`src/logic/eeprom_pkg.sv`:
```
package eeprom_pkg;

    // 11-bit word address, bits 10:8 pick one of eight 256-byte blocks
    typedef logic [10:0] addr_t;

    typedef logic [7:0] data_t;

    // device type code, leads every control byte
    localparam logic [3:0] CTRL_CODE = 4'b1010;

    // bit engine opcodes
    typedef enum logic [1:0] {
        CMD_START,  // also used for repeated start
        CMD_STOP,
        CMD_WRITE,  // 8 bits out, ack sampled
        CMD_READ    // 8 bits in, master nack
    } bit_cmd_t;

    // transaction sequencer states
    typedef enum logic [3:0] {
        SEQ_IDLE,
        SEQ_START,
        SEQ_CTRL_W,
        SEQ_ADDR,
        SEQ_DATA_W,
        SEQ_RESTART,
        SEQ_CTRL_R,
        SEQ_DATA_R,
        SEQ_STOP,
        SEQ_DONE
    } seq_state_t;

endpackage

```
`src/logic/i2c_bit_engine.sv`:
```
module i2c_bit_engine #(
    parameter int CLK_DIV = 2  // CLK cycles per SCL half period, at least 2
) (
    input  logic                 CLK,
    input  logic                 RESET,
    input  logic                 cmd_valid,
    input  eeprom_pkg::bit_cmd_t cmd,
    input  eeprom_pkg::data_t    tx_byte,
    input  logic                 sda_in,
    output logic                 cmd_done,
    output eeprom_pkg::data_t    rx_byte,
    output logic                 ack_ok,
    output logic                 scl,
    output logic                 sda_low
);

    localparam int DIV_W = $clog2(CLK_DIV);

    // positions inside one half period
    localparam logic [DIV_W-1:0] DIV_LAST  = DIV_W'(CLK_DIV - 1);
    localparam logic [DIV_W-1:0] DRIVE_AT  = DIV_W'(CLK_DIV / 2 - 1);
    localparam logic [DIV_W-1:0] SAMPLE_AT = DIV_W'(CLK_DIV / 2);

    typedef enum logic [1:0] {
        PH_IDLE,
        PH_LOW,   // scl low half
        PH_HIGH   // scl high half
    } phase_t;

    phase_t               phase;
    eeprom_pkg::bit_cmd_t cur_cmd;
    eeprom_pkg::data_t    shift_q;
    logic [DIV_W-1:0]     div_cnt;
    logic [3:0]           bit_cnt;  // 0..7 data, 8 is the ack slot

    logic in_progress;
    logic accept;
    logic half_end;
    logic drive_now;
    logic sample_now;
    logic is_byte;
    logic last_bit;
    logic ack_slot;
    logic low_drive;

    assign in_progress = (phase != PH_IDLE);
    assign accept      = cmd_valid && !in_progress;
    assign half_end    = (div_cnt == DIV_LAST);
    assign drive_now   = (div_cnt == DRIVE_AT);
    assign sample_now  = (div_cnt == SAMPLE_AT);
    assign ack_slot    = (bit_cnt == 4'd8);

    assign is_byte  = (cur_cmd == eeprom_pkg::CMD_WRITE) || (cur_cmd == eeprom_pkg::CMD_READ);
    assign last_bit = is_byte ? ack_slot : 1'b1;  // start and stop are one scl period

    // sda level set in the middle of the low half
    always_comb
    begin
        case (cur_cmd)
            eeprom_pkg::CMD_START:
                low_drive = 1'b0;  // release so a repeated start sees sda high
            eeprom_pkg::CMD_STOP:
                low_drive = 1'b1;  // pull low, released again while scl high
            eeprom_pkg::CMD_WRITE:
                low_drive = ack_slot ? 1'b0 : ~shift_q[7];
            default:
                low_drive = 1'b0;  // read bits and the master nack
        endcase
    end

    always_ff @(posedge CLK)
    begin
        if (RESET)
        begin
            phase    <= PH_IDLE;
            cur_cmd  <= eeprom_pkg::CMD_STOP;
            div_cnt  <= '0;
            bit_cnt  <= '0;
            scl      <= 1'b1;
            sda_low  <= 1'b0;
            cmd_done <= 1'b0;
            ack_ok   <= 1'b0;
        end
        else
        begin
            cmd_done <= 1'b0;
            case (phase)
                PH_IDLE:
                begin
                    if (accept)
                    begin
                        cur_cmd <= cmd;
                        div_cnt <= '0;
                        bit_cnt <= '0;
                        scl     <= 1'b0;  // every command opens with a low half
                        phase   <= PH_LOW;
                    end
                end
                PH_LOW:
                begin
                    if (drive_now)
                        sda_low <= low_drive;
                    if (half_end)
                    begin
                        div_cnt <= '0;
                        scl     <= 1'b1;
                        phase   <= PH_HIGH;
                    end
                    else
                        div_cnt <= div_cnt + 1'b1;
                end
                PH_HIGH:
                begin
                    // start and stop edges, sda moves while scl is high
                    if (drive_now && !is_byte)
                        sda_low <= (cur_cmd == eeprom_pkg::CMD_START);
                    if (sample_now && ack_slot && cur_cmd == eeprom_pkg::CMD_WRITE)
                        ack_ok <= ~sda_in;
                    if (half_end)
                    begin
                        div_cnt <= '0;
                        if (last_bit)
                        begin
                            phase    <= PH_IDLE;  // scl stays high
                            cmd_done <= 1'b1;
                        end
                        else
                        begin
                            bit_cnt <= bit_cnt + 1'b1;
                            scl     <= 1'b0;
                            phase   <= PH_LOW;
                        end
                    end
                    else
                        div_cnt <= div_cnt + 1'b1;
                end
                default:
                    phase <= PH_IDLE;
            endcase
        end
    end

    // byte shifters
    always_ff @(posedge CLK)
    begin
        if (accept)
            shift_q <= tx_byte;
        else if (phase == PH_LOW && drive_now && !ack_slot)
            shift_q <= {shift_q[6:0], 1'b0};  // msb first

        if (phase == PH_HIGH && sample_now && !ack_slot && cur_cmd == eeprom_pkg::CMD_READ)
            rx_byte <= {rx_byte[6:0], sda_in};
    end

endmodule

```
`src/logic/eeprom_sequencer.sv`:
```
module eeprom_sequencer (
    input  logic                 CLK,
    input  logic                 RESET,
    input  logic                 wr,
    input  logic                 rd,
    input  eeprom_pkg::addr_t    addr,
    input  eeprom_pkg::data_t    wr_data,
    input  logic                 cmd_done,
    input  eeprom_pkg::data_t    rx_byte,
    input  logic                 ack_ok,
    output logic                 busy,
    output logic                 done,
    output logic                 nack,
    output eeprom_pkg::data_t    rd_data,
    output logic                 cmd_valid,
    output eeprom_pkg::bit_cmd_t cmd,
    output eeprom_pkg::data_t    tx_byte
);

    eeprom_pkg::seq_state_t state;
    eeprom_pkg::seq_state_t next_state;
    eeprom_pkg::addr_t      addr_q;
    eeprom_pkg::data_t      data_q;

    logic is_read;
    logic waiting;  // command handed to the engine, not yet finished
    logic accept;
    logic byte_sent;

    assign busy   = (state != eeprom_pkg::SEQ_IDLE);
    assign done   = (state == eeprom_pkg::SEQ_DONE);
    assign accept = (state == eeprom_pkg::SEQ_IDLE) && (wr || rd);

    assign byte_sent = (cmd == eeprom_pkg::CMD_WRITE);

    // engine command and byte for the current state
    always_comb
    begin
        cmd     = eeprom_pkg::CMD_STOP;
        tx_byte = '0;
        case (state)
            eeprom_pkg::SEQ_START,
            eeprom_pkg::SEQ_RESTART:
                cmd = eeprom_pkg::CMD_START;
            eeprom_pkg::SEQ_CTRL_W:
            begin
                cmd     = eeprom_pkg::CMD_WRITE;
                tx_byte = {eeprom_pkg::CTRL_CODE, addr_q[10:8], 1'b0};
            end
            eeprom_pkg::SEQ_ADDR:
            begin
                cmd     = eeprom_pkg::CMD_WRITE;
                tx_byte = addr_q[7:0];  // word address in the block
            end
            eeprom_pkg::SEQ_DATA_W:
            begin
                cmd     = eeprom_pkg::CMD_WRITE;
                tx_byte = data_q;
            end
            eeprom_pkg::SEQ_CTRL_R:
            begin
                cmd     = eeprom_pkg::CMD_WRITE;
                tx_byte = {eeprom_pkg::CTRL_CODE, addr_q[10:8], 1'b1};
            end
            eeprom_pkg::SEQ_DATA_R:
                cmd = eeprom_pkg::CMD_READ;
            default:
                cmd = eeprom_pkg::CMD_STOP;
        endcase
    end

    // successor once the engine reports cmd_done
    always_comb
    begin
        case (state)
            eeprom_pkg::SEQ_START:   next_state = eeprom_pkg::SEQ_CTRL_W;
            eeprom_pkg::SEQ_CTRL_W:  next_state = eeprom_pkg::SEQ_ADDR;
            eeprom_pkg::SEQ_ADDR:
                next_state = is_read ? eeprom_pkg::SEQ_RESTART : eeprom_pkg::SEQ_DATA_W;
            eeprom_pkg::SEQ_DATA_W:  next_state = eeprom_pkg::SEQ_STOP;
            eeprom_pkg::SEQ_RESTART: next_state = eeprom_pkg::SEQ_CTRL_R;
            eeprom_pkg::SEQ_CTRL_R:  next_state = eeprom_pkg::SEQ_DATA_R;
            eeprom_pkg::SEQ_DATA_R:  next_state = eeprom_pkg::SEQ_STOP;
            eeprom_pkg::SEQ_STOP:    next_state = eeprom_pkg::SEQ_DONE;
            default:                 next_state = eeprom_pkg::SEQ_IDLE;
        endcase
        if (byte_sent && !ack_ok)
            next_state = eeprom_pkg::SEQ_STOP;  // no ack, close the bus
    end

    always_ff @(posedge CLK)
    begin
        if (RESET)
        begin
            state     <= eeprom_pkg::SEQ_IDLE;
            waiting   <= 1'b0;
            cmd_valid <= 1'b0;
            nack      <= 1'b0;
        end
        else
        begin
            cmd_valid <= 1'b0;
            case (state)
                eeprom_pkg::SEQ_IDLE:
                begin
                    if (accept)
                    begin
                        nack  <= 1'b0;
                        state <= eeprom_pkg::SEQ_START;
                    end
                end
                eeprom_pkg::SEQ_DONE:
                    state <= eeprom_pkg::SEQ_IDLE;
                default:
                begin
                    if (!waiting)
                    begin
                        cmd_valid <= 1'b1;  // one pulse per state
                        waiting   <= 1'b1;
                    end
                    else if (cmd_done)
                    begin
                        waiting <= 1'b0;
                        if (byte_sent && !ack_ok)
                            nack <= 1'b1;
                        state <= next_state;
                    end
                end
            endcase
        end
    end

    // request and result registers
    always_ff @(posedge CLK)
    begin
        if (accept)
        begin
            addr_q  <= addr;
            data_q  <= wr_data;
            is_read <= !wr;  // write wins over read
        end
        if (cmd_done && state == eeprom_pkg::SEQ_DATA_R)
            rd_data <= rx_byte;
    end

endmodule

```
`src/logic/eeprom_ctrl.sv`:
```
module eeprom_ctrl #(
    parameter int CLK_DIV = 2
) (
    input  logic              CLK,
    input  logic              RESET,
    input  logic              wr,
    input  logic              rd,
    input  eeprom_pkg::addr_t addr,
    input  eeprom_pkg::data_t wr_data,
    input  logic              sda_in,
    output logic              busy,
    output logic              done,
    output logic              nack,
    output eeprom_pkg::data_t rd_data,
    output logic              scl,
    output logic              sda_low
);

    logic                 cmd_valid;
    logic                 cmd_done;
    logic                 ack_ok;
    eeprom_pkg::bit_cmd_t cmd;
    eeprom_pkg::data_t    tx_byte;
    eeprom_pkg::data_t    rx_byte;

    eeprom_sequencer u_sequencer (
        .CLK       (CLK),
        .RESET     (RESET),
        .wr        (wr),
        .rd        (rd),
        .addr      (addr),
        .wr_data   (wr_data),
        .cmd_done  (cmd_done),
        .rx_byte   (rx_byte),
        .ack_ok    (ack_ok),
        .busy      (busy),
        .done      (done),
        .nack      (nack),
        .rd_data   (rd_data),
        .cmd_valid (cmd_valid),
        .cmd       (cmd),
        .tx_byte   (tx_byte)
    );

    i2c_bit_engine #(
        .CLK_DIV (CLK_DIV)
    ) u_bit_engine (
        .CLK       (CLK),
        .RESET     (RESET),
        .cmd_valid (cmd_valid),
        .cmd       (cmd),
        .tx_byte   (tx_byte),
        .sda_in    (sda_in),
        .cmd_done  (cmd_done),
        .rx_byte   (rx_byte),
        .ack_ok    (ack_ok),
        .scl       (scl),
        .sda_low   (sda_low)
    );

endmodule

```
`config.mk`:
```
export PLATFORM = sky130hd
export DESIGN_NAME = eeprom_ctrl
export DESIGN_NICKNAME = d
export VERILOG_FILES = /design/src/logic/eeprom_pkg.sv /design/src/logic/i2c_bit_engine.sv /design/src/logic/eeprom_sequencer.sv /design/src/logic/eeprom_ctrl.sv
export SDC_FILE = /design/constraint.sdc
export NUM_CORES = 1
export LEC_CHECK = 0
export BUFFER_PORTS_ARGS = -buffer_cell sky130_fd_sc_hd__buf_2
export CAP_MARGIN = 20
export CORE_MARGIN = 1
export CORE_UTILIZATION = 51
export CTS_CLUSTER_DIAMETER = 50
export DETAILED_ROUTE_END_ITERATION = 8
export GPL_ROUTABILITY_DRIVEN = 1
export PLACE_DENSITY_LB_ADDON = 0.3
export SLEW_MARGIN = 10
export SYNTH_ARGS = -nofsm -noshare
export SYNTH_HDL_FRONTEND = slang
export SYNTH_SLANG_ARGS = --single-unit
```
`constraint.sdc`:
```
create_clock -name CLK -period 2.1 [get_ports CLK]
set_clock_uncertainty 0.1 [all_clocks]
set_input_delay 0.315 -clock CLK [delete_from_list [all_inputs] [get_ports CLK]]
set_output_delay 0.315 -clock CLK [all_outputs]
set_load 0.005 [all_outputs]
```
==> reports/metrics.cfg, run 1 <==
[sta]
tightest_slew_ns=0.5457
rsz0062_at_grt=no
fin_crit_ns=1.946
timing.final.hold_violations=0
relSlewSlack_pct=63.57
timing.fmax_ghz=0.5138
final-max-slew-violation-count=0
fin_crit_sh_pct=92.68
setup_violations=0
fin_tns_setup_ns=0

[global_routing]
grt_usage_pct=19.90
grt_pass1_wl_um=8680
grt_pass1_vias=1954
grt-ovfl-total=0
grt_max_degree=22
antenna_found_initial=0

[critical_path]
ff2ff_setup_slack_ns=0.15
path_max_fanout=5
critPathTopFamily=simple AND/OR/NAND/NOR gates
startpoint=u_bit_engine.phase[0]$_SDFFE_PP0P_
worstPathCellList=inv_1, ha_1, nor2b_1, o21bai_1, or4_1, a31oi_1
r2r-start=u_bit_engine.phase[0]$_SDFFE_PP0P_
cp-end-kind=flip-flop
rr_endpoint=u_bit_engine.phase[0]$_SDFFE_PP0P_
worstSetupStartpointType=flip-flop
max_stage_delay_ns=0.43
slowest_stage=dfxtp_1
path_buf_inv=1
crit_type=reg -> reg
cp.arrival_ns=2.12
worst_ep_required_time_ns=2.27
r2r_cells=6

[synth]
yosysTopAreaCell=edfxtp_1
syn-num-nets=282
ys_seq_area_share_pct=61.16
async_reset_ff_share_pct=0
synthesis.area_mm2=0.002815
avgSynthCellArea_um2=11.40
synth_flop_cell=edfxtp_1
ys_warn_count=0
netlist_top_cells_area=edfxtp_1, dfxtp_1, ha_1
synth_top_cell_area_share_pct=46.93
synth_edf_count=44
yosys_register_bits=64
synthCells=247
synth_cell_types=44

[power_and_ir_drop]
clockPowerShare_pct=25.2
leakagePower_uw=0.001250
p_sw_uw=1114
p_int_uw=2508
combPwrFrac_pct=24.2
p_seq_share_pct=50.6
swShare_pct=30.76
worst_ir_drop_vdd_mv=0.7975
power_density_mw_per_mm2=1100

[floorplanning]
rows=26
die_h_um=76.30
dieWidth_um=76.30
initial_core_util_pct=54.09
die_area_mm2=0.005821
num_io_pins=37
core_mm2=0.005205

[clock_network]
clk_pin_slew_ns=0.07
clk_latency_ns=0.34
ctsHoldBuffers=0
cts_tree=done
post_cts_buffers=0
cts_root_buffer=clkbuf_8
clkSinkCount=64
h-tree-depth=3
cts_buffers=9
clockBufferDepth=2
cts_resized=0

[layout]
area_delta_synth_final_pct=16.93
drive_gt1_share_pct=22.22
mostFrequentLayoutCell=edfxtp_1
final_cell_mix=edfxtp_1, buf_2, nand2_1
fin_util_pct=63.25
antenna_cells=0
fin_nets=327

[placement]
dp_hpwl_um=3628
port_buffers=36
gp_congestion=0.8716

[detailed_routing]
drc=0
dr.first_iter.drc_count=91
drt_pass1_iterations=4
totalWireLength_um=5208
avgRoutedWirePerCell_um=14.19
ant_nets=0
vias=2001
vias_per_cell=5.452

[hold_path]
min_path_cells=1
min_from=wr_data[3]
min_to=u_sequencer.data_q[3]$_DFFE_PP_
min-delay-path-class=in -> reg

[job]
max_cap_violations=0

[outcome]
outcome=completed

## cells by family after synthesis
kind of cell | share of synthesized area [%]
DFF | 61.16
muxes | 1.111
buffers and inverters | 3.511
adders and majority gates | 4.889
AOI/OAI and AO/OA | 15.20
xor gates and xnor gates | 0.6223
and+or+nand+nor | 13.51
## stage by stage
| stage | power [µW] | setup slack, ns | hold slack, ns | area [µm²] | instances |
|---|---|---|---|---|---|
| final | 3622 | 0.1537 | 0.04173 | 3292 | 367 |
| after floorplan | 2433 | 0.03421 | 0.3003 | 2818 | 247 |
| after global routing | 3835 | 0.05543 | 0.01577 | 3292 | 367 |
| after CTS | 3652 | 0.1660 | 0.02451 | 3292 | 367 |
| after global placement | 2704 | 0.2687 | 0.3038 | 3119 | 351 |
| after detailed placement | 2726 | 0.1863 | 0.3092 | 3119 | 351 |
## synth_stat cells, types with 2 or more instances
master	count
nand2_1	24
nor3b_1	4
o21a_1	2
a311oi_1	2
nand2b_1	2
a2bb2oi_1	2
a21oi_1	21
a211oi_1	5
and3_1	2
edfxtp_1	44
a32o_1	3
a22o_1	4
nand3_1	5
nor2b_1	7
nor2_1	18
dfxtp_1	20
nand3b_1	2
nor3_1	4
o221a_2	2
clkbuf_1	9
inv_1	12
ha_1	11
a31oi_1	2
mux2i_1	2
or3_1	3
o21ai_0	17
## registers in the layout, summed over array words and instances, names as in the netlist, 2 cells and up
signal,cells
u_bit_engine.bit_cnt,4
u_bit_engine.phase,2
u_bit_engine.cur_cmd,2
u_sequencer.rd_data,8
u_sequencer.data_q,8
u_sequencer.addr_q,11
u_bit_engine.rx_byte,8
u_bit_engine.shift_q,8
u_sequencer.state,4
## worst max path at each step
| stage | to | slack, ns | depth (start not counted) |
|---|---|---|---|
| after floorplan | u_bit_engine.rx_byte[0]$_DFFE_PP_ | 0.03 | 5 |
| after global placement | u_bit_engine.phase[0]$_SDFFE_PP0P_ | 0.27 | 6 |
| after detailed placement | u_bit_engine.phase[0]$_SDFFE_PP0P_ | 0.19 | 6 |
| after CTS | done | 0.17 | 3 |
| after global routing | u_bit_engine.phase[0]$_SDFFE_PP0P_ | 0.06 | 6 |
| final | u_bit_engine.phase[0]$_SDFFE_PP0P_ | 0.15 | 6 |
## final cells by class
class | instances | area (µm²)
clock buffer | 10 | 137.6
clock inverter | 6 | 35.03
fill | 445 | 1913
inverter | 12 | 45.04
multi-input combinational | 159 | 997.2
sequential | 64 | 1722
tap | 70 | 87.58
timing repair buffer | 46 | 267.8
## worst register-to-register path: stages (launching register included)
cell      delay (ns)
dfxtp_1         0.43
inv_1           0.10
ha_1            0.26
nor2b_1         0.17
o21bai_1        0.22
or4_1           0.43
a31oi_1         0.17
## power by group through the flow
stage	Clock, µW	Combinational, µW	Sequential [µW]
4_1_cts	943	879	1830
2_1_floorplan	0	654	1780
6_report	914	875	1830
3_5_place_dp	0	875	1850
3_3_place_gp	0	860	1840
5_1_grt	998	975	1860
## layer usage
layer | GRT usage, % | vias to the layer above | share of wire (%)
li1 | - | 998 | -
met1 | 22.40 | 916 | 44
met2 | 32.07 | 69 | 47
met3 | 8.503 | 18 | 5.8
met4 | 10.38 | 0 | 3.4
met5 | 0 | - | 0
No activity file was read; power rests on OpenSTA's default activity.
==> run 2, diff against run 1 <==
Settings changed: MAX_ROUTING_LAYER from default to met4, SLEW_MARGIN 10 to 20.
==> reports/metrics.cfg, run 2 (same netlist as run 1, synthesis figures left out) <==
[floorplanning]
dieWidth_um=76.30  ; unchanged
rows=26  ; unchanged
num_io_pins=37  ; unchanged
core_mm2=0.005205  ; unchanged
initial_core_util_pct=54.09  ; unchanged
die_area_mm2=0.005821  ; unchanged
die_h_um=76.30  ; unchanged

[placement]
gp_congestion=0.8859  ; was 0.8716
port_buffers=36  ; unchanged
dpl_cell_area_mm2=0.003119  ; unchanged
place_inst=351  ; unchanged
dp_hpwl_um=3628  ; unchanged

[clock_network]
ctsHoldBuffers=0  ; unchanged
cts_root_buffer=clkbuf_8  ; unchanged
clockBufferDepth=2  ; unchanged
clkSinkCount=64  ; unchanged
h-tree-depth=3  ; unchanged
cts_tree=done  ; unchanged
cts_resized=0  ; unchanged
clk_latency_ns=0.34  ; about the same
clk_pin_slew_ns=0.07  ; about the same
cts_buffers=9  ; unchanged
post_cts_buffers=0  ; unchanged

[sta]
rsz0062_at_grt=no  ; unchanged
fin_crit_sh_pct=92.61  ; was 92.68%
fin_crit_ns=1.945  ; was 1.946 ns
relSlewSlack_pct=63.68  ; was 63.57%
timing.fmax_ghz=0.5142  ; was 0.5138 GHz
fin_tns_setup_ns=0  ; unchanged
timing.final.hold_violations=0  ; unchanged
final-max-slew-violation-count=0  ; unchanged
setup_violations=0  ; unchanged
tightest_slew_ns=0.5441  ; was 0.5457 ns

[global_routing]
grt_usage_pct=20.33  ; was 19.90%
grt_max_degree=22  ; unchanged
grt_pass1_wl_um=8680  ; unchanged
grt-ovfl-total=0  ; unchanged
antenna_found_initial=0  ; unchanged
grt_pass1_vias=1955  ; was 1954

[critical_path]
cp-end-kind=flip-flop  ; unchanged
ff2ff_setup_slack_ns=0.16  ; was 0.15 ns
cp.arrival_ns=2.11  ; was 2.12 ns
crit_type=reg -> reg  ; unchanged
worstSetupStartpointType=flip-flop  ; unchanged
worst_ep_required_time_ns=2.27  ; about the same
path_max_fanout=5  ; unchanged

[power_and_ir_drop]
combPwrFrac_pct=24.2  ; about the same
leakagePower_uw=0.001250  ; unchanged
worst_ir_drop_vdd_mv=0.7999  ; was 0.7975 mV
p_sw_uw=1118  ; was 1114 µW
swShare_pct=30.84  ; was 30.76%
power.total_uw=3626  ; was 3622 µW
p_int_uw=2508  ; about the same
power_density_mw_per_mm2=1102  ; was 1100 mW/mm²
p_seq_share_pct=50.5  ; was 50.6%
clockPowerShare_pct=25.2  ; about the same

[detailed_routing]
dr.first_iter.drc_count=95  ; was 91
ant_nets=0  ; unchanged
drt_pass1_iterations=5  ; was 4
avgRoutedWirePerCell_um=14.31  ; was 14.19 µm
drc=0  ; unchanged
vias=2018  ; was 2001
totalWireLength_um=5253  ; was 5208 µm
vias_per_cell=5.499  ; was 5.452

[layout]
regMostFlops=u_sequencer.addr_q  ; unchanged
largest_reg_flops=11  ; unchanged
stdcell_area_mm2=0.003292  ; unchanged
fin_nets=327  ; unchanged
area_delta_synth_final_pct=16.93  ; unchanged
drive_gt1_share_pct=22.22  ; unchanged
stdcell_count=367  ; unchanged
final_cell_mix=edfxtp_1, buf_2, nand2_1  ; unchanged
mostFrequentLayoutCell=edfxtp_1  ; unchanged
antenna_cells=0  ; unchanged

[job]
max_cap_violations=0  ; unchanged

[hold_path]
min-delay-path-class=in -> reg  ; unchanged

[outcome]
outcome=completed  ; unchanged

==> run 2: power groups by stage <==
stage          Clock (µW)  Sequential [µW]  Combinational, µW
2_1_floorplan           0             1780                654
3_3_place_gp            0             1840                860
3_5_place_dp            0             1850                875
4_1_cts               943             1830                879
5_1_grt               991             1860                975
6_report              915             1830                878
==> run 2: metal layers <==
layer  track usage (%)  wire, µm
met1             22.56      2275
met2             32.07      2563
met3             6.108       275
met4             12.69       139
met5                 -         0
==> run 2: critical path: stages (launching register included) <==
cell and delay, ns:
dfxtp_1 0.43, inv_1 0.09, ha_1 0.26, nor2b_1 0.18
o21bai_1 0.22, or4_1 0.43, a31oi_1 0.17
==> run 2: worst paths after layout <==
| check | start | to | cells past startpoint |
|---|---|---|---|
| worst max-delay path | u_bit_engine.phase[0]$_SDFFE_PP0P_ | u_bit_engine.phase[0]$_SDFFE_PP0P_ | 6 |
| worst min-delay path | wr_data[3] | u_sequencer.data_q[3]$_DFFE_PP_ | 1 |
| worst max register to register | u_bit_engine.phase[0]$_SDFFE_PP0P_ | u_bit_engine.phase[0]$_SDFFE_PP0P_ | 6 |
| worst min register to register | u_bit_engine.rx_byte[7]$_DFFE_PP_ | u_sequencer.rd_data[7]$_DFFE_PP_ | 0 |
==> run 2: area by class of cell <==
class | count | area, µm²
Fill cell | 445 | 1913
Timing Repair Buffer | 46 | 267.8
Clock buffer | 10 | 137.6
Clock inverter | 6 | 35.03
Inverter | 12 | 45.04
Sequential cell | 64 | 1722
Tap cell | 70 | 87.58
Multi-Input combinational cell | 159 | 997.2
==> run 2: through the flow <==
step	hold WS, ns	utilization (%)	worst slack (ns)
finish	0.04473	63.25	0.1553
global route	0.02415	63.25	0.05546
CTS	0.02451	63.25	0.1660
detailed placement	0.3092	59.93	0.1863
floorplan	0.3003	-	0.03421
global placement	0.3038	59.93	0.2687
